[src/hw/axi_slave_pkg.sv]
/* AXI memory slave shared types */

package axi_slave_pkg;

  localparam int ADDR_W = 32;
  localparam int DATA_W = 32;
  localparam int STRB_W = 4;
  localparam int ID_W   = 4;
  localparam int LEN_W  = 4;

  typedef logic [ADDR_W-1:0] addr_t;
  typedef logic [DATA_W-1:0] data_t;
  typedef logic [STRB_W-1:0] strb_t;
  typedef logic [ID_W-1:0]   id_t;
  typedef logic [LEN_W-1:0]  len_t;   // beats minus one
  typedef logic [2:0]        size_t;  // log2 of bytes per beat

  typedef enum logic [1:0] {BURST_FIXED = 2'b00, BURST_INCR = 2'b01, BURST_WRAP = 2'b10} burst_t;
  typedef enum logic [1:0] {RESP_OKAY = 2'b00, RESP_SLVERR = 2'b10, RESP_DECERR = 2'b11} resp_t;
  typedef enum logic [1:0] {WR_ADDR, WR_DATA, WR_RESP} wr_state_t;
  typedef enum logic {RD_ADDR, RD_DATA} rd_state_t;

  // one response for the whole burst, decided at address time
  function automatic resp_t burst_resp(addr_t addr, len_t len, size_t size, burst_t burst,
                                       int unsigned mem_bytes);
    longint unsigned beat_bytes;
    longint unsigned span;
    longint unsigned lo;
    if (size > 3'd2) return RESP_SLVERR;
    beat_bytes = 64'd1 << size;
    if ((64'(addr) & (beat_bytes - 64'd1)) != 64'd0) return RESP_SLVERR;
    span = (64'(len) + 64'd1) * beat_bytes;
    lo   = 64'(addr);
    case (burst)
      BURST_FIXED: span = beat_bytes;  // same bytes every beat
      BURST_INCR:  ;
      BURST_WRAP: begin
        if (!(len inside {4'd1, 4'd3, 4'd7, 4'd15})) return RESP_SLVERR;
        lo = lo & ~(span - 64'd1);     // aligned wrap window
      end
      default: return RESP_SLVERR;
    endcase
    if (lo + span > 64'(mem_bytes)) return RESP_DECERR;
    return RESP_OKAY;
  endfunction

endpackage

[src/hw/burst_addr_gen.sv]
/* Burst beat address generator */

`timescale 1ns/1ps

module burst_addr_gen (
  input  logic                 clk,
  input  logic                 resetn,
  input  logic                 load,
  input  axi_slave_pkg::addr_t start_addr,
  input  axi_slave_pkg::len_t  len,
  input  axi_slave_pkg::size_t size,
  input  axi_slave_pkg::burst_t burst,
  input  logic                 step,
  output axi_slave_pkg::addr_t addr
);
  import axi_slave_pkg::*;

  len_t   len_q;
  size_t  size_q;
  burst_t burst_q;
  addr_t  incr;
  addr_t  wrap_mask;
  addr_t  next_addr;

  assign incr      = addr_t'(1) << size_q;
  assign wrap_mask = ((addr_t'(len_q) + addr_t'(1)) << size_q) - addr_t'(1);

  always_comb begin
    case (burst_q)
      BURST_INCR: next_addr = addr + incr;
      BURST_WRAP: next_addr = (addr & ~wrap_mask) | ((addr + incr) & wrap_mask);
      default:    next_addr = addr;  // fixed keeps the address
    endcase
  end

  always_ff @(posedge clk or negedge resetn) begin
    if (!resetn) begin
      addr    <= '0;
      len_q   <= '0;
      size_q  <= '0;
      burst_q <= BURST_FIXED;
    end else if (load) begin
      addr    <= start_addr;
      len_q   <= len;
      size_q  <= size;
      burst_q <= burst;
    end else if (step) begin
      addr <= next_addr;
    end
  end

  // channels only load bursts that passed the response check
  a_wrap_len: assert property (@(posedge clk) disable iff (!resetn)
    (load && burst == BURST_WRAP) |-> (len inside {4'd1, 4'd3, 4'd7, 4'd15}))
    else $error("wrap burst loaded with an illegal length");

endmodule

[src/hw/write_channel.sv]
/* AXI write channel control */

`timescale 1ns/1ps

module write_channel #(
  parameter int unsigned MEM_BYTES = 128
) (
  input  logic                   clk,
  input  logic                   resetn,
  // aw channel
  input  logic                   awvalid,
  output logic                   awready,
  input  axi_slave_pkg::id_t     awid,
  input  axi_slave_pkg::addr_t   awaddr,
  input  axi_slave_pkg::len_t    awlen,
  input  axi_slave_pkg::size_t   awsize,
  input  axi_slave_pkg::burst_t  awburst,
  // w channel
  input  logic                   wvalid,
  output logic                   wready,
  input  axi_slave_pkg::data_t   wdata,
  input  axi_slave_pkg::strb_t   wstrb,
  input  logic                   wlast,
  // b channel
  output logic                   bvalid,
  input  logic                   bready,
  output axi_slave_pkg::id_t     bid,
  output axi_slave_pkg::resp_t   bresp,
  // memory write port
  output logic                   mem_we,
  output axi_slave_pkg::addr_t   mem_waddr,
  output axi_slave_pkg::data_t   mem_wdata,
  output axi_slave_pkg::strb_t   mem_wstrb,
  output axi_slave_pkg::size_t   mem_wsize
);
  import axi_slave_pkg::*;

  wr_state_t state;
  id_t       id_q;
  size_t     size_q;
  resp_t     resp_q;
  len_t      len_q;
  len_t      beat_cnt;
  resp_t     aw_resp;
  logic      aw_fire;
  logic      w_fire;
  logic      last_beat;

  assign aw_resp   = burst_resp(awaddr, awlen, awsize, awburst, MEM_BYTES);
  assign awready   = resetn && (state == WR_ADDR);  // low while in reset
  assign wready    = (state == WR_DATA);
  assign bvalid    = (state == WR_RESP);
  assign aw_fire   = awvalid && awready;
  assign w_fire    = wvalid && wready;
  assign last_beat = (beat_cnt == len_q);

  assign bid       = id_q;
  assign bresp     = resp_q;
  assign mem_we    = w_fire && (resp_q == RESP_OKAY);  // error bursts write nothing
  assign mem_wdata = wdata;
  assign mem_wstrb = wstrb;
  assign mem_wsize = size_q;

  burst_addr_gen i_burst_addr_gen (
    .clk        (clk),
    .resetn     (resetn),
    .load       (aw_fire && aw_resp == RESP_OKAY),
    .start_addr (awaddr),
    .len        (awlen),
    .size       (awsize),
    .burst      (awburst),
    .step       (w_fire),
    .addr       (mem_waddr)
  );

  //////////////////////////////
  // write FSM
  always_ff @(posedge clk or negedge resetn) begin
    if (!resetn) begin
      state    <= WR_ADDR;
      len_q    <= '0;
      beat_cnt <= '0;
    end else begin
      case (state)
        WR_ADDR: begin
          if (aw_fire) begin
            state    <= WR_DATA;
            len_q    <= awlen;
            beat_cnt <= '0;
          end
        end
        WR_DATA: begin
          if (w_fire) begin
            if (last_beat) state <= WR_RESP;
            else beat_cnt <= beat_cnt + 1'b1;
          end
        end
        default: if (bready) state <= WR_ADDR;  // b transfer
      endcase
    end
  end

  always_ff @(posedge clk) begin
    if (aw_fire) begin
      id_q   <= awid;
      size_q <= awsize;
      resp_q <= aw_resp;
    end
  end

  a_wlast: assert property (@(posedge clk) disable iff (!resetn) w_fire |-> (wlast == last_beat))
    else $error("wlast does not match the counted last beat");

endmodule

[config.mk]
export PLATFORM = sky130hd
export DESIGN_NAME = write_channel
export DESIGN_NICKNAME = d
export VERILOG_FILES = /design/src/hw/axi_slave_pkg.sv /design/src/hw/burst_addr_gen.sv /design/src/hw/write_channel.sv
export SDC_FILE = /design/constraint.sdc
export NUM_CORES = 1
export LEC_CHECK = 0
export BUFFER_PORTS_ARGS = -buffer_cell sky130_fd_sc_hd__buf_2
export CAP_MARGIN = 20
export CORE_AREA = 3 3 143 145
export CTS_BUF_LIST = sky130_fd_sc_hd__clkbuf_16
export CTS_CLUSTER_SIZE = 14
export DETAILED_ROUTE_END_ITERATION = 10
export DIE_AREA = 0 0 146 148
export PLACE_DENSITY = 0.66
export SLEW_MARGIN = 0
export SYNTH_ARGS = -nofsm -noshare
export SYNTH_HDL_FRONTEND = slang
export SYNTH_SLANG_ARGS = --single-unit
[constraint.sdc]
create_clock -name clk -period 7.4 [get_ports clk]
set_input_delay 0.74 -clock clk [delete_from_list [all_inputs] [get_ports clk]]
set_output_delay 0.74 -clock clk [all_outputs]
set_load 0.05 [all_outputs]
==> reports/qor.yml <==
numClockSinks: 60
drt-met1-wl_um: 10300
start_kind: "primary input"
fp.dieArea_sq_mm: 0.0216
syn-mean-instance-area_sq_um: 7.99
nFillCells: 1773
root_buffer: "clkbuf_16"
place_hpwl_um: 18500
place_congestion: 1.00
core_sq_mm: 0.0193
drt_iter0_drc: 320
post_drt_wl_per_cell_um: 17.0
status: "complete, but fails checks"
multi_input_area_sq_mm: 0.00604
setup_ws_ns: -0.620
insertedDiodeCount: 0
critPathKind: "primary input to register"
maxSlewViolCount: 0
critical-path-max-stage-delay_ns: 0.54
reg2reg_from: "i_burst_addr_gen.size_q[0]$_DFFE_PN0P_"
vias: 7724
cp-end-kind: "register"
portBuffers: 94
slowest_stage: "fa_1"
drive_above_1_share_pct: 35.3
tightest_slew_ns: 0.770
die_x_um: 146
worstSkewPairLatency_ns: 0.34
cp.required_ns: 7.62
max_slew_margin_pct: 48.3
fmax_mhz: 125
finClkSkew_ns: 0.00882
die_h_um: 148
drc: 0
hold_violations: 0
routed-wl-met3_um: 1130
arrival_ns: 8.24
rsz0062_at_grt: "yes"
synth_top_area_share_pct: 16.7
final_cell_area_sq_mm: 0.0103
area_growth_pct: 35.6
synth_nets: 1119
critPathTopFamily: "simple AND/OR/NAND/NOR gates"
synth_common_cells: "nor2_1, a21oi_1, nand2_1"
place_area_sq_mm: 0.00928
yosysUniqueCellTypes: 76
htree_levels: 3
cts_buffers: 9
grtUsageTotal_pct: 21.7
wl_met2_um: 11900
cts_tree: "yes"
synth_most_common_cell: "nor2_1"
cts_max_path_buffers: 2
power_per_cell_area_mw_per_mm2: 162
yosys.area.top_type: "dfrtp_1"
dr.pass1.iters: 5
syn-cell-area_sq_mm: 0.00763
via_per_inst: 5.44
hold_path.class: "primary input to async pin"
start_util_pct: 39.4
fp-row-count: 51
setup_violations: 43
violations: "setup timing"
synth_flop_cell: "dfrtp_1"
ys_ff_latch: 60
yosysWarnings: 0
routed.top_layer: "met4"
async_flop_share_pct: 85.0
antenna_found_initial: 0
seq_area_sq_mm: 0.00155
yosysSeqAreaShare_pct: 20.3
ios: 168
synthesis.instances: 955
num-nets-final: 1313
path_buf_inv: 5
drv_cap: 0
min_period_ns: 8.02
p_leak_nw: 4.73
grt_max_degree: 53
post-route-period-util_pct: 108
synth_area_leaders: "dfrtp_1, ha_1, fa_1"
holdWs_ns: 0.512
grt_pass1_vias: 7761
ir_worst_vdd_mv: 0.117
synth_edf_count: 9
grt_pass1_wl_um: 38700
worstRegToRegCells: 16
crit_fanout: 8
rrSetupSlack_ns: 3.23
drt-total-wl_um: 24100
path_clk_slew_ns: 0.06
ant_nets: 0
globalRouteOverflowTotal: 0
-- layout by cell type (no fill, tap or decap), types with 10 or more instances in the layout --
cell	instances
a21boi_0	11
a21oi_1	49
a21oi_2	19
and2_1	10
and3_1	12
buf_2	89
buf_4	137
buf_6	11
clkbuf_16	10
dfrtp_1	51
fa_1	19
ha_1	52
inv_1	63
mux2_2	15
mux2i_1	16
nand2_1	63
nand3_1	25
nand4_1	17
nor2_1	80
nor2_2	12
nor2_4	13
nor2b_1	10
nor3_1	18
o21a_1	12
o21ai_0	34
or2_2	14
or3_1	10
xnor2_1	35
xor2_1	23
-- repair_timing --
| action | CTS | global route |
|---|---|---|
| cloned | 4 | 2 |
| endpoints found under the setup margin | 43 | 43 |
| hold buffers | 0 | 0 |
| resized for setup | 47 | 73 |
| setup buffers | 10 | 8 |
| pin swaps | 16 | 26 |
-- worst reg2reg max path, stage by stage (launching register included) --
cell	delay, ns
dfrtp_1	0.66
inv_1	0.25
or3_1	0.48
inv_1	0.08
ha_1	0.13
a21o_1	0.11
a21oi_1	0.08
o21bai_1	0.14
a21oi_1	0.14
o21bai_1	0.14
a21oi_1	0.11
o21bai_1	0.52
nand4_1	0.34
nor2_1	0.29
nand3_1	0.18
or2_2	0.32
o211ai_1	0.10
-- cell families after synthesis --
| group | share of synthesized area (%) |
|---|---|
| flip-flops | 20.3 |
| AO/OA/AOI/OAI | 18.9 |
| adder cells (fa/ha/maj) | 14.6 |
| AND/OR/NAND/NOR | 25.1 |
| XOR/XNOR | 7.78 |
| multiplexers | 4.76 |
| buffers and inverters | 8.60 |
-- metal layers --
layer	GRT usage (%)	up-vias
li1	-	3765
met1	27.9	3701
met2	38.0	211
met3	2.42	47
met4	7.43	0
met5	0	-
-- metrics by stage --
stage          TNS [ns]  total power (W)  setup WS, ns  util, %  cells
2_1_floorplan    -19.63         0.000956        -0.545        -    955
6_report         -22.83          0.00167        -0.620     53.5   1419
3_5_place_dp     -49.90          0.00114         -1.26     48.0   1380
4_1_cts          -24.63          0.00165        -0.631     51.7   1410
3_3_place_gp     -44.04          0.00113         -1.12     48.0   1380
5_1_grt          -36.83          0.00177        -0.945     53.5   1419
-- layout make-up --
cell class                 count  area share (%)
clock buffer                   9            2.18
clock inverter                 7            1.20
inverter                      68            2.47
multi-input combinational    762            58.4
sequential                    60            15.0
tap                          265            3.21
timing repair buffer         248            17.6
-- power breakdown --
part / switching [W] / total (W) / internal (W)
sequential: 0.0000479 / 0.000433 / 0.000385
clock: 0.000160 / 0.000491 / 0.000331
combinational: 0.000434 / 0.000747 / 0.000313
-- worst max path at each step --
stage | from | cells after the start | endpoint
finish | awlen[1] | 31 | i_burst_addr_gen.size_q[1]$_DFFE_PN0P_
global route | awlen[1] | 32 | i_burst_addr_gen.size_q[1]$_DFFE_PN0P_
detailed placement | awlen[1] | 30 | i_burst_addr_gen.burst_q[1]$_DFFE_PN0P_
CTS | awlen[1] | 32 | register
global placement | awlen[1] | 28 | register
floorplan | awsize[0] | 30 | register
No activity file was read; power rests on OpenSTA's default activity.
