[config.mk]
export PLATFORM = sky130hd
export DESIGN_NAME = read_channel
export DESIGN_NICKNAME = d
export VERILOG_FILES = /design/src/hw/axi_slave_pkg.sv /design/src/hw/burst_addr_gen.sv /design/src/hw/read_channel.sv
export SDC_FILE = /design/constraint.sdc
export NUM_CORES = 1
export LEC_CHECK = 0
export BUFFER_PORTS_ARGS = -buffer_cell sky130_fd_sc_hd__buf_4
export CELL_PAD_IN_SITES_DETAIL_PLACEMENT = 0
export CELL_PAD_IN_SITES_GLOBAL_PLACEMENT = 1
export CORE_MARGIN = 2
export CORE_UTILIZATION = 47
export DETAILED_ROUTE_END_ITERATION = 8
export GPL_TIMING_DRIVEN = 0
export PLACE_DENSITY_LB_ADDON = 0.1
export RECOVER_POWER = 50
export SLEW_MARGIN = 20
export SYNTH_ARGS = -nofsm -noshare
export SYNTH_HDL_FRONTEND = slang
export SYNTH_SLANG_ARGS = --single-unit
[constraint.sdc]
create_clock -name clk -period 6.73 [get_ports clk]
set_clock_uncertainty 0.1 [all_clocks]
set_input_delay 0.3365 -clock clk [delete_from_list [all_inputs] [get_ports clk]]
set_output_delay 0.3365 -clock clk [all_outputs]
set_load 0.01 [all_outputs]
[src/hw/axi_slave_pkg.sv]
/* AXI memory slave shared types */

package axi_slave_pkg;

  localparam int ADDR_W = 32;
  localparam int DATA_W = 32;
  localparam int STRB_W = 4;
  localparam int ID_W   = 4;
  localparam int LEN_W  = 4;

  typedef logic [ADDR_W-1:0] addr_t;
  typedef logic [DATA_W-1:0] data_t;
  typedef logic [STRB_W-1:0] strb_t;
  typedef logic [ID_W-1:0]   id_t;
  typedef logic [LEN_W-1:0]  len_t;   // beats minus one
  typedef logic [2:0]        size_t;  // log2 of bytes per beat

  typedef enum logic [1:0] {BURST_FIXED = 2'b00, BURST_INCR = 2'b01, BURST_WRAP = 2'b10} burst_t;
  typedef enum logic [1:0] {RESP_OKAY = 2'b00, RESP_SLVERR = 2'b10, RESP_DECERR = 2'b11} resp_t;
  typedef enum logic [1:0] {WR_ADDR, WR_DATA, WR_RESP} wr_state_t;
  typedef enum logic {RD_ADDR, RD_DATA} rd_state_t;

  // one response for the whole burst, decided at address time
  function automatic resp_t burst_resp(addr_t addr, len_t len, size_t size, burst_t burst,
                                       int unsigned mem_bytes);
    longint unsigned beat_bytes;
    longint unsigned span;
    longint unsigned lo;
    if (size > 3'd2) return RESP_SLVERR;
    beat_bytes = 64'd1 << size;
    if ((64'(addr) & (beat_bytes - 64'd1)) != 64'd0) return RESP_SLVERR;
    span = (64'(len) + 64'd1) * beat_bytes;
    lo   = 64'(addr);
    case (burst)
      BURST_FIXED: span = beat_bytes;  // same bytes every beat
      BURST_INCR:  ;
      BURST_WRAP: begin
        if (!(len inside {4'd1, 4'd3, 4'd7, 4'd15})) return RESP_SLVERR;
        lo = lo & ~(span - 64'd1);     // aligned wrap window
      end
      default: return RESP_SLVERR;
    endcase
    if (lo + span > 64'(mem_bytes)) return RESP_DECERR;
    return RESP_OKAY;
  endfunction

endpackage

[src/hw/burst_addr_gen.sv]
/* Burst beat address generator */

`timescale 1ns/1ps

module burst_addr_gen (
  input  logic                 clk,
  input  logic                 resetn,
  input  logic                 load,
  input  axi_slave_pkg::addr_t start_addr,
  input  axi_slave_pkg::len_t  len,
  input  axi_slave_pkg::size_t size,
  input  axi_slave_pkg::burst_t burst,
  input  logic                 step,
  output axi_slave_pkg::addr_t addr
);
  import axi_slave_pkg::*;

  len_t   len_q;
  size_t  size_q;
  burst_t burst_q;
  addr_t  incr;
  addr_t  wrap_mask;
  addr_t  next_addr;

  assign incr      = addr_t'(1) << size_q;
  assign wrap_mask = ((addr_t'(len_q) + addr_t'(1)) << size_q) - addr_t'(1);

  always_comb begin
    case (burst_q)
      BURST_INCR: next_addr = addr + incr;
      BURST_WRAP: next_addr = (addr & ~wrap_mask) | ((addr + incr) & wrap_mask);
      default:    next_addr = addr;  // fixed keeps the address
    endcase
  end

  always_ff @(posedge clk or negedge resetn) begin
    if (!resetn) begin
      addr    <= '0;
      len_q   <= '0;
      size_q  <= '0;
      burst_q <= BURST_FIXED;
    end else if (load) begin
      addr    <= start_addr;
      len_q   <= len;
      size_q  <= size;
      burst_q <= burst;
    end else if (step) begin
      addr <= next_addr;
    end
  end

  // channels only load bursts that passed the response check
  a_wrap_len: assert property (@(posedge clk) disable iff (!resetn)
    (load && burst == BURST_WRAP) |-> (len inside {4'd1, 4'd3, 4'd7, 4'd15}))
    else $error("wrap burst loaded with an illegal length");

endmodule

[src/hw/read_channel.sv]
/* AXI read channel control */

`timescale 1ns/1ps

module read_channel #(
  parameter int unsigned MEM_BYTES = 128
) (
  input  logic                   clk,
  input  logic                   resetn,
  // ar channel
  input  logic                   arvalid,
  output logic                   arready,
  input  axi_slave_pkg::id_t     arid,
  input  axi_slave_pkg::addr_t   araddr,
  input  axi_slave_pkg::len_t    arlen,
  input  axi_slave_pkg::size_t   arsize,
  input  axi_slave_pkg::burst_t  arburst,
  // r channel
  output logic                   rvalid,
  input  logic                   rready,
  output axi_slave_pkg::id_t     rid,
  output axi_slave_pkg::data_t   rdata,
  output axi_slave_pkg::resp_t   rresp,
  output logic                   rlast,
  // memory read port
  output axi_slave_pkg::addr_t   mem_raddr,
  output axi_slave_pkg::size_t   mem_rsize,
  input  axi_slave_pkg::data_t   mem_rdata
);
  import axi_slave_pkg::*;

  rd_state_t state;
  id_t       id_q;
  size_t     size_q;
  resp_t     resp_q;
  len_t      len_q;
  len_t      beat_cnt;
  resp_t     ar_resp;
  logic      ar_fire;
  logic      r_fire;
  logic      held;       // stalled beat captured
  data_t     hold_data;
  data_t     live_data;

  assign ar_resp   = burst_resp(araddr, arlen, arsize, arburst, MEM_BYTES);
  assign arready   = resetn && (state == RD_ADDR);  // low while in reset
  assign rvalid    = (state == RD_DATA);
  assign ar_fire   = arvalid && arready;
  assign r_fire    = rvalid && rready;

  assign rid       = id_q;
  assign rresp     = resp_q;
  assign rlast     = rvalid && (beat_cnt == len_q);
  assign mem_rsize = size_q;
  assign live_data = (resp_q == RESP_OKAY) ? mem_rdata : '0;  // zero for error bursts
  // a concurrent write must not disturb a stalled beat
  assign rdata     = held ? hold_data : live_data;

  burst_addr_gen i_burst_addr_gen (
    .clk        (clk),
    .resetn     (resetn),
    .load       (ar_fire && ar_resp == RESP_OKAY),
    .start_addr (araddr),
    .len        (arlen),
    .size       (arsize),
    .burst      (arburst),
    .step       (r_fire),
    .addr       (mem_raddr)
  );

  //////////////////////////////
  // read FSM
  always_ff @(posedge clk or negedge resetn) begin
    if (!resetn) begin
      state    <= RD_ADDR;
      len_q    <= '0;
      beat_cnt <= '0;
      held     <= 1'b0;
    end else begin
      held <= rvalid && !rready;
      case (state)
        RD_ADDR: begin
          if (ar_fire) begin
            state    <= RD_DATA;
            len_q    <= arlen;
            beat_cnt <= '0;
          end
        end
        default: begin
          if (r_fire) begin
            if (rlast) state <= RD_ADDR;
            else beat_cnt <= beat_cnt + 1'b1;
          end
        end
      endcase
    end
  end

  always_ff @(posedge clk) begin
    if (ar_fire) begin
      id_q   <= arid;
      size_q <= arsize;
      resp_q <= ar_resp;
    end
    if (rvalid && !rready) hold_data <= rdata;
  end

  a_rdata_hold: assert property (@(posedge clk) disable iff (!resetn)
    (rvalid && !rready) |=> $stable(rdata))
    else $error("rdata changed while the beat was stalled");

endmodule

==> results by stage, run 1 <==
STA:
- The final hold violation count is 0.
- The share of the clock period used by the worst path is 112%.
- The number of max-slew violations in the final report is slightly above 80.
- After layout, the minimum clock period comes to 7530 ps.
- The worst slew margin relative to its limit is -94.4%.
- In the post-route analysis, the smallest setup slack over all paths is -799 ps.
- Setup repair after global routing could not meet its margin everywhere.
- For this run, the top clock speed supported by timing is 133 MHz.
- The number of failing setup endpoints in the final timing report is 43.
- For the pin with the worst max-slew slack, the measured transition is between 2000 and 3000 ps.

Routing:
- The residual antenna-violating net count after detailed routing is 0.
- The routed layout has 8,085 vias.
- The detailed route wirelength on metal2 is 12,300 um.
- Dividing the detail-routed via count by the number of cells gives 5.75.
- The first TritonRoute pass finished after 5 iterations.
- The number of design rule violations left after detail routing is 0.
- The detailed router put a total of around 12,000 um of wire on met1.
- The uppermost signal routing layer after detailed routing is met4.
- Summed over all layers, the routed wires come to 25,600 um.
- In the final routed layout, each cell accounts on average for 18.2 um.
- In this run, the number of DRC markers left after iteration 0 of detailed routing was approximately 640.
- After detailed routing, the met3 layer carries 1280 um of wire.

Setup path:
- The path type of the worst setup path is in -> reg.
- The data required time at the worst endpoint is 6860 ps.
- The library cell appearing most often on the critical path is sky130_fd_sc_hd__fa_1.
- The cell with the largest stage delay on the worst path is sky130_fd_sc_hd__fa_1.
- STA classifies the critical path endpoint as a register.
- Data arrives at the worst endpoint at between 7000 and 8000 ps.
- The delay of the slowest cell on the worst path is 520 ps.
- The worst setup path is launched from an input port.
- The critical-path maximum fanout is 8.

Place:
- The final weighted congestion of routability-driven global placement is 0.928.
- The HPWL after detailed placement is 19,400 um.
- The post-detailed-placement cell area is 0.0103 mm2.
- The quantity of I/O buffers inserted on ports is ~160.

Floorplanning:
- The count of pins on the block boundary is 157.
- The standard-cell row count is 49.
- The floorplan step defined a die boundary enclosing 0.0195 mm2.
- The overall die width is roughly 140 um.
- For this configuration, the core starts out at a cell density of 48.1%.
- In this run the standard cell core region covers approximately 0.018 mm2.
- In this run the vertical extent of the chip is 140 um.

Global routing:
- The wire length of the first global-routing pass is 40,600 um.
- The via count of the first global-routing pass was 7,837.
- The aggregate global-route resource usage is 25.6%.
- The maximum number of pins on one net before global-route repair is 53.
- Global routing finished with a remaining overflow of 0.
- The initial antenna violation count was 0.

Logic synthesis:
- In this run, distinct cell masters in the synthesized netlist total 94.
- The proportion of netlist area held by the largest area contributor is 14.7%.
- Averaged over all synthesized cells, the footprint is ~9 um2.
- Yosys mapped a number of flops with a built-in enable equal to 41.
- The instance count of the mapped netlist is 969.
- After synthesis the netlist holds a flip-flop and latch count of 92.
- The cell accounting for the most synthesized area is sky130_fd_sc_hd__dfrtp_1.
- Of the synthesized area, sequential elements account for a little under 30%.
- The post-synth net total is 1,127.
- During synthesis, Yosys emitted a total of 0 warnings.
- By area the synthesized netlist is led by sky130_fd_sc_hd__dfrtp_1 (15%), sky130_fd_sc_hd__edfxtp_1 (14%), sky130_fd_sc_hd__ha_1 (8.2%).
- The most frequently used flop master after synthesis is sky130_fd_sc_hd__dfrtp_1.
- After synthesis, the share of flip-flops with an asynchronous set or reset is 55.4%.
- The synthesized netlist occupies a cell area of between 0.008 and 0.009 mm2.

CTS:
- The number of H-tree branching levels is 3.
- The count of clock tree sinks is 92.
- The number of clock buffers added by TritonCTS is 9.
- The maximum root-to-sink buffer count is 2.
- In this run the clock root is driven by a sky130_fd_sc_hd__clkbuf_16.
- The clock slew seen by the registers of the worst setup and hold paths is 70 ps.
- TritonCTS built the clock tree.
- The clock latency at the later pin of the worst-skew pair is 350 ps.

Finish:
- The relative area change from synthesis to final layout is 28.9%.
- In the final layout, the share of cells above drive strength 1 is 27.3%.
- Leaving out fill and tap cells, the most frequent cell in the layout is sky130_fd_sc_hd__buf_4.
- The total of fill cells in the finished design is 1,636.
- In the layout the commonest cells are sky130_fd_sc_hd__buf_4 (147), sky130_fd_sc_hd__nor2_1 (79), sky130_fd_sc_hd__inv_1 (66).
- The core utilization of the finished layout is around three fifths.
- The repair_antennas step left the layout with diodes totalling 0.
- The final net count is 1,329.
- Summing all non-filler instances in the final layout gives an area of 0.0112 mm2.

Power:
- For this design the static power due to leakage is roughly 5.0 nW.
- Power spread over the standard cell area amounts to between 150 and 200 mW/mm2.
- The sum of internal, switching and leakage power is 1.86 mW.
- VDD sags by at most 0.165 mV.

Worst hold path:
- The class of the tightest hold or removal check is in -> reg.

Status:
- The checks that failed: max-capacitance violations, max-slew violations, negative setup slack.
- The run finished, with violations left.

Flow run:
- The count of maximum capacitance violations is 2.
[stage by stage]
stage / worst slack, ps / hold WS [ps] / TNS (ps) / std cells
2_1_floorplan: -549 / -59.1 / -21520 / 969
3_3_place_gp: -1930 / 323 / -77680 / 1353
3_5_place_dp: -1910 / 324 / -77000 / 1354
4_1_cts: -653 / 52.6 / -26010 / 1398
5_1_grt: -1080 / 65.9 / -42950 / 1405
6_report: -799 / 73.0 / -31040 / 1405
[synthesized netlist by cell type, drive strengths merged, types with 8 or more instances]
cell type and count:
nand4 11, or2 20, o21a 12, o21ai 40, nand2b 12, a21o 19, xnor2 40, nand2 74
nand3 31, a21boi 8, clkbuf 30, mux2 32, fa 20, nor2b 12, dfrtp 51, a22o 32
edfxtp 41, ha 57, and3 16, a211oi 11, nor3 22, nor2 90, inv 71, a21oi 52
xor2 28
[cells by family after synthesis]
| group | share of synthesized area, % |
|---|---|
| multiplexers | 5.23 |
| adder cells (fa/ha/maj) | 12.9 |
| XOR/XNOR | 6.88 |
| AO/OA/AOI/OAI | 21.4 |
| buffers and inverters | 4.91 |
| flip-flops | 28.9 |
| AND/OR/NAND/NOR | 19.7 |
[critical path: cells and delay by family]
family / cells / cell delay [ps]
AOI/OAI and AO/OA: 12 / 2940
buffers and inverters: 4 / 480
adders and majority gates: 6 / 2220
and+or+nand+nor: 9 / 1670
[what timing repair did]
action	4_1_cts	5_1_grt
buffers inserted	27	8
endpoints found under the setup margin	43	43
hold buffers	1	0
hold endpoints to repair	51	0
gates resized for setup	66	26
pin swaps	24	17
gates cloned	1	1
[cell type report]
type	instances	area, um2	share of cell area (%)
tap	229	287	2.57
multi-input combinational	769	6180	55.3
buffer	34	273	2.44
inverter	71	267	2.39
timing repair buffer	194	1370	12.3
clock buffer	10	229	2.05
sequential	92	2510	22.4
clock inverter	6	57.6	0.515
[where the power goes]
group / internal, mW / total (mW) / switching, mW
Combinational: 0.296 / 0.644 / 0.348
Clock: 0.257 / 0.487 / 0.230
Sequential: 0.688 / 0.729 / 0.0406
[worst paths after layout]
check / slack (ps) / to / depth (start not counted) / start
max: -800 / register / 31 / arsize[0]
max in group asynchronous: 3440 / asynchronous set/reset pin / 2 / resetn
max reg2reg: 2570 / register / 13 / i_burst_addr_gen.len_q[0]
min: 70 / mem_rsize[0] / 1 / arsize[0]
min in group asynchronous: 1440 / beat_cnt[3] / 2 / resetn
min reg2reg: 410 / i_burst_addr_gen.burst_q[0] / 2 / i_burst_addr_gen.burst_q[0]
[per-layer routing]
| metal | GRT usage (%) | vias up |
|---|---|---|
| met5 | 0 | - |
| met4 | 6.16 | 0 |
| met3 | 2.99 | 24 |
| met2 | 43.6 | 238 |
| met1 | 35.0 | 3883 |
| li1 | - | 3940 |
Note: power is estimated with default switching activity, not from simulation.
==> inputs of run 2 (changes only) <==
==> constraint.sdc (replaced) <==
create_clock -name clk -period 6.73 [get_ports clk]
set_clock_uncertainty 0.1 [all_clocks]
set_input_delay 0.673 -clock clk [delete_from_list [all_inputs] [get_ports clk]]
set_output_delay 0.673 -clock clk [all_outputs]
set_load 0.01 [all_outputs]
==> run 2 against run 1 <==
The run still ends with max-capacitance violations, max-slew violations, negative setup slack left; hold slack gained 330 ps; non-clock buffer count down 1; routed wire length decreased by 0.86%; power shrank 0.13%; count of clock-buffer cells in the layout stayed put; combinational power is essentially flat; cell area is 0.62% higher; sequential share of layout area is 0.14 points lower; critical path type unchanged; largest power group unchanged.
==> results by stage, run 2 (synthesis gave the netlist of run 1 again) <==
Status:
- Run status: finished with violations (unchanged).
- Failing checks: max-capacitance violations, max-slew violations, negative setup slack (unchanged).

STA:
- The worst-case setup margin in the final layout came to -1140 ps (was -799 ps).
- The sum of negative setup slack is -46,160 ps (was -31,040 ps).
- The maximum clock frequency was 127 MHz (was 133 MHz).
- The share of the clock period used by the worst path is 117% (was 112%).
- The worst slew margin relative to its limit is -92.1% (was -94.4%).
- The shortest period the worst path allows is 7870 ps (was 7530 ps).
- The number of max-slew violations in the final report is 83 (unchanged).
- The slew at the pin with the worst max-slew slack was 2880 ps (was 2920 ps).
- The final hold violation count was 0 (unchanged).
- The number of failing setup endpoints in the final timing report is 43 (unchanged).
- Setup repair after global routing missed its margin: true (unchanged).

Flow run:
- The count of maximum capacitance violations was 2 (unchanged).

Routing:
- The first-pass detailed-route iteration total is 5 (unchanged).
- The initial detailed-routing violation count was 580 (was 644).
- The count of vias placed by the detailed router was 8,060 (was 8,085).
- The detailed-route wire length per cell is 18.1 um (was 18.2 um).
- The residual antenna-violating net count after detailed routing is 0 (unchanged).
- The final wirelength is 25,400 um (was 25,600 um).
- The number of design rule violations left after detail routing is 0 (unchanged).
- The number of vias per cell after detailed routing is 5.74 (was 5.75).

CTS:
- The clock latency at the later pin of the worst-skew pair is 350 ps (about the same).
- The clock slew seen by the registers of the worst setup and hold paths was 70 ps (about the same).
- The maximum root-to-sink buffer count was 2 (unchanged).
- The number of H-tree branching levels came to 3 (unchanged).
- The master cell of the clock root buffer is sky130_fd_sc_hd__clkbuf_16 (unchanged).
- The number of buffers inserted during clock tree synthesis is 9 (unchanged).
- The count of clock tree sinks is 92 (unchanged).
- The clock tree from TritonCTS is built (unchanged).

Setup path:
- The path type of the worst setup path is in -> reg (unchanged).
- The data required time at the worst endpoint came to 6860 ps (about the same).
- The data arrival time of the critical path is 8000 ps (was 7660 ps).
- The timing startpoint of the critical path was arsize[0] (unchanged).
- The delay of the slowest cell on the worst path is 520 ps (about the same).
- The gate family responsible for the most delay along the worst path is compound AO/OA/AOI/OAI gates (unchanged).
- The nature of the critical path endpoint is a register (unchanged).
- The critical-path maximum fanout is 8 (unchanged).
- The path depth of the worst reg2reg path was 13 (unchanged).
- The reg2reg setup slack is 2590 ps (was 2570 ps).
- The cell with the largest stage delay on the worst path is sky130_fd_sc_hd__fa_1 (unchanged).
- The cell depth of the worst setup path was 31 (unchanged).
- The library cell appearing most often on the critical path was sky130_fd_sc_hd__fa_1 (unchanged).
- The sort of element at the start of the critical path is an input port (unchanged).
- The startpoint of the most critical register-to-register path is i_burst_addr_gen.len_q[0] (unchanged).
- The buffer and inverter count on the worst path came to 4 (unchanged).

Power:
- The sum of internal, switching and leakage power is 1.86 mW (about the same).
- The static power due to leakage is 5.05 nW (was 4.96 nW).
- The power density over cell area is 165 mW/mm2 (was 166 mW/mm2).
- The share of power burned in combinational logic is 34.6% (about the same).
- The sequential power share is 39.2% (about the same).
- The design internal power came to 1.24 mW (about the same).
- The net switching component of the power was 617 uW (was 618 uW).
- The maximum ir drop on the vdd rail is 0.165 mV (about the same).
- The power share of the clock group is 26.2% (about the same).
- The net switching share of the total power is 33.2% (was 33.3%).

Place:
- The post-detailed-placement cell area is 0.0103 mm2 (unchanged).
- The placed instance count is 1,354 (unchanged).
- The HPWL after detailed placement was 19,400 um (unchanged).
- The quantity of I/O buffers inserted on ports is 155 (unchanged).
- The final weighted congestion of routability-driven global placement is 0.928 (unchanged).

Finish:
- Highest-count cells in the layout ignoring fill and taps: sky130_fd_sc_hd__buf_4 (168), sky130_fd_sc_hd__nor2_1 (79), sky130_fd_sc_hd__inv_1 (66) (was sky130_fd_sc_hd__buf_4 (147), sky130_fd_sc_hd__nor2_1 (79), sky130_fd_sc_hd__inv_1 (66)).
- The final net count is 1,328 (was 1,329).
- The antenna diode instance count is 0 (unchanged).
- The post-route non-filler standard cell count is 1,404 (was 1,405).
- The final instance area is 0.0112 mm2 (about the same).
- The share of post-route cells with drive strength above 1 came to 29.1% (was 27.3%).
- The relative area change from synthesis to final layout is 29.7% (was 28.9%).
- The total of fill cells in the finished design came to 1,619 (was 1,636).
- The leading cell type in the layout, fill and taps excluded was sky130_fd_sc_hd__buf_4 (unchanged).
- The core utilization of the finished layout is 62.3% (was 62.0%).

Floorplanning:
- The standard-cell row count is 49 (unchanged).
- The area inside the core boundary is 0.0180 mm2 (unchanged).
- The count of pins on the block boundary is 157 (unchanged).
- The effective utilization at floorplan came to 48.1% (unchanged).
- The overall die width came to 140 um (unchanged).
- The chip height came to 140 um (unchanged).
- The total die area is 0.0195 mm2 (unchanged).

Global routing:
- The initial antenna violation count is 0 (unchanged).
- The via count of the first global-routing pass is 7,822 (was 7,837).
- The wire length of the first global-routing pass is 40,500 um (was 40,600 um).
- The maximum number of pins on one net before global-route repair came to 53 (unchanged).
- The overall overflow remaining after global route is 0 (unchanged).
- The aggregate global-route resource usage was 25.5% (was 25.6%).

Worst hold path:
- The worst hold path depth came to 2 (was 1).
- The source of the worst hold timing path was i_burst_addr_gen.burst_q[0] (was arsize[0]).
- The class of the tightest hold or removal check is reg -> reg (was in -> reg).
==> run 2: timing repair <==
action	CTS	global route
pin swaps	24	17
buffers inserted	27	8
setup endpoints to repair	43	43
cloned	1	1
resized for setup	66	26
hold buffers	0	0
==> run 2: path summary, 6_finish.rpt <==
path	to
max in group asynchronous	i_burst_addr_gen.size_q[2]
min in group asynchronous	len_q[3]
setup reg to reg	register
hold / removal	i_burst_addr_gen.burst_q[0]
setup / recovery	register
hold reg to reg	i_burst_addr_gen.burst_q[0]
==> run 2: final cells by class <==
cell class | count | area (um2) | share of cell area, %
Tap cell | 229 | 287 | 2.55
Timing Repair Buffer | 193 | 1440 | 12.8
Sequential cell | 92 | 2510 | 22.3
Clock buffer | 10 | 229 | 2.04
Buffer | 34 | 273 | 2.43
Inverter | 71 | 267 | 2.37
Clock inverter | 6 | 57.6 | 0.512
Multi-Input combinational cell | 769 | 6180 | 55.0
==> run 2: per-stage QoR <==
| step | hold WS (ps) | setup slack (ps) |
|---|---|---|
| after global routing | 402 | -1410 |
| after detailed placement | 389 | -2250 |
| after global placement | 382 | -2270 |
| after floorplan | 277 | -885 |
| after CTS | 285 | -990 |
| final | 405 | -1140 |
==> run 2: per-layer routing <==
| layer | vias to the layer above | GRT usage [%] | part of all wire [%] | routed length [um] |
|---|---|---|---|---|
| li1 | 3947 | - | - | - |
| met1 | 3856 | 35.0 | 45 | 11400 |
| met2 | 233 | 43.3 | 48 | 12300 |
| met3 | 24 | 2.89 | 5.0 | 1270 |
| met4 | 0 | 5.95 | 1.5 | 393 |
| met5 | - | 0 | 0 | 0 |
==> run 2: power groups by stage <==
stage | logic (mW) | clock network [mW] | registers [mW]
floorplan | 0.370 | 0 | 0.733
global placement | 0.582 | 0 | 0.738
detailed placement | 0.597 | 0 | 0.738
CTS | 0.642 | 0.497 | 0.727
global route | 0.706 | 0.513 | 0.738
finish | 0.642 | 0.486 | 0.729
==> run 2: worst reg2reg max path: cells and delay by family, from the launching register on <==
kind / cells / cell delay [ps]
AOI/OAI and AO/OA: 2 / 700
xor gates and xnor gates: 2 / 320
adders and majority gates: 1 / 270
buffers and inverters: 1 / 220
DFF: 1 / 470
muxes: 2 / 720
and+or+nand+nor: 5 / 1230
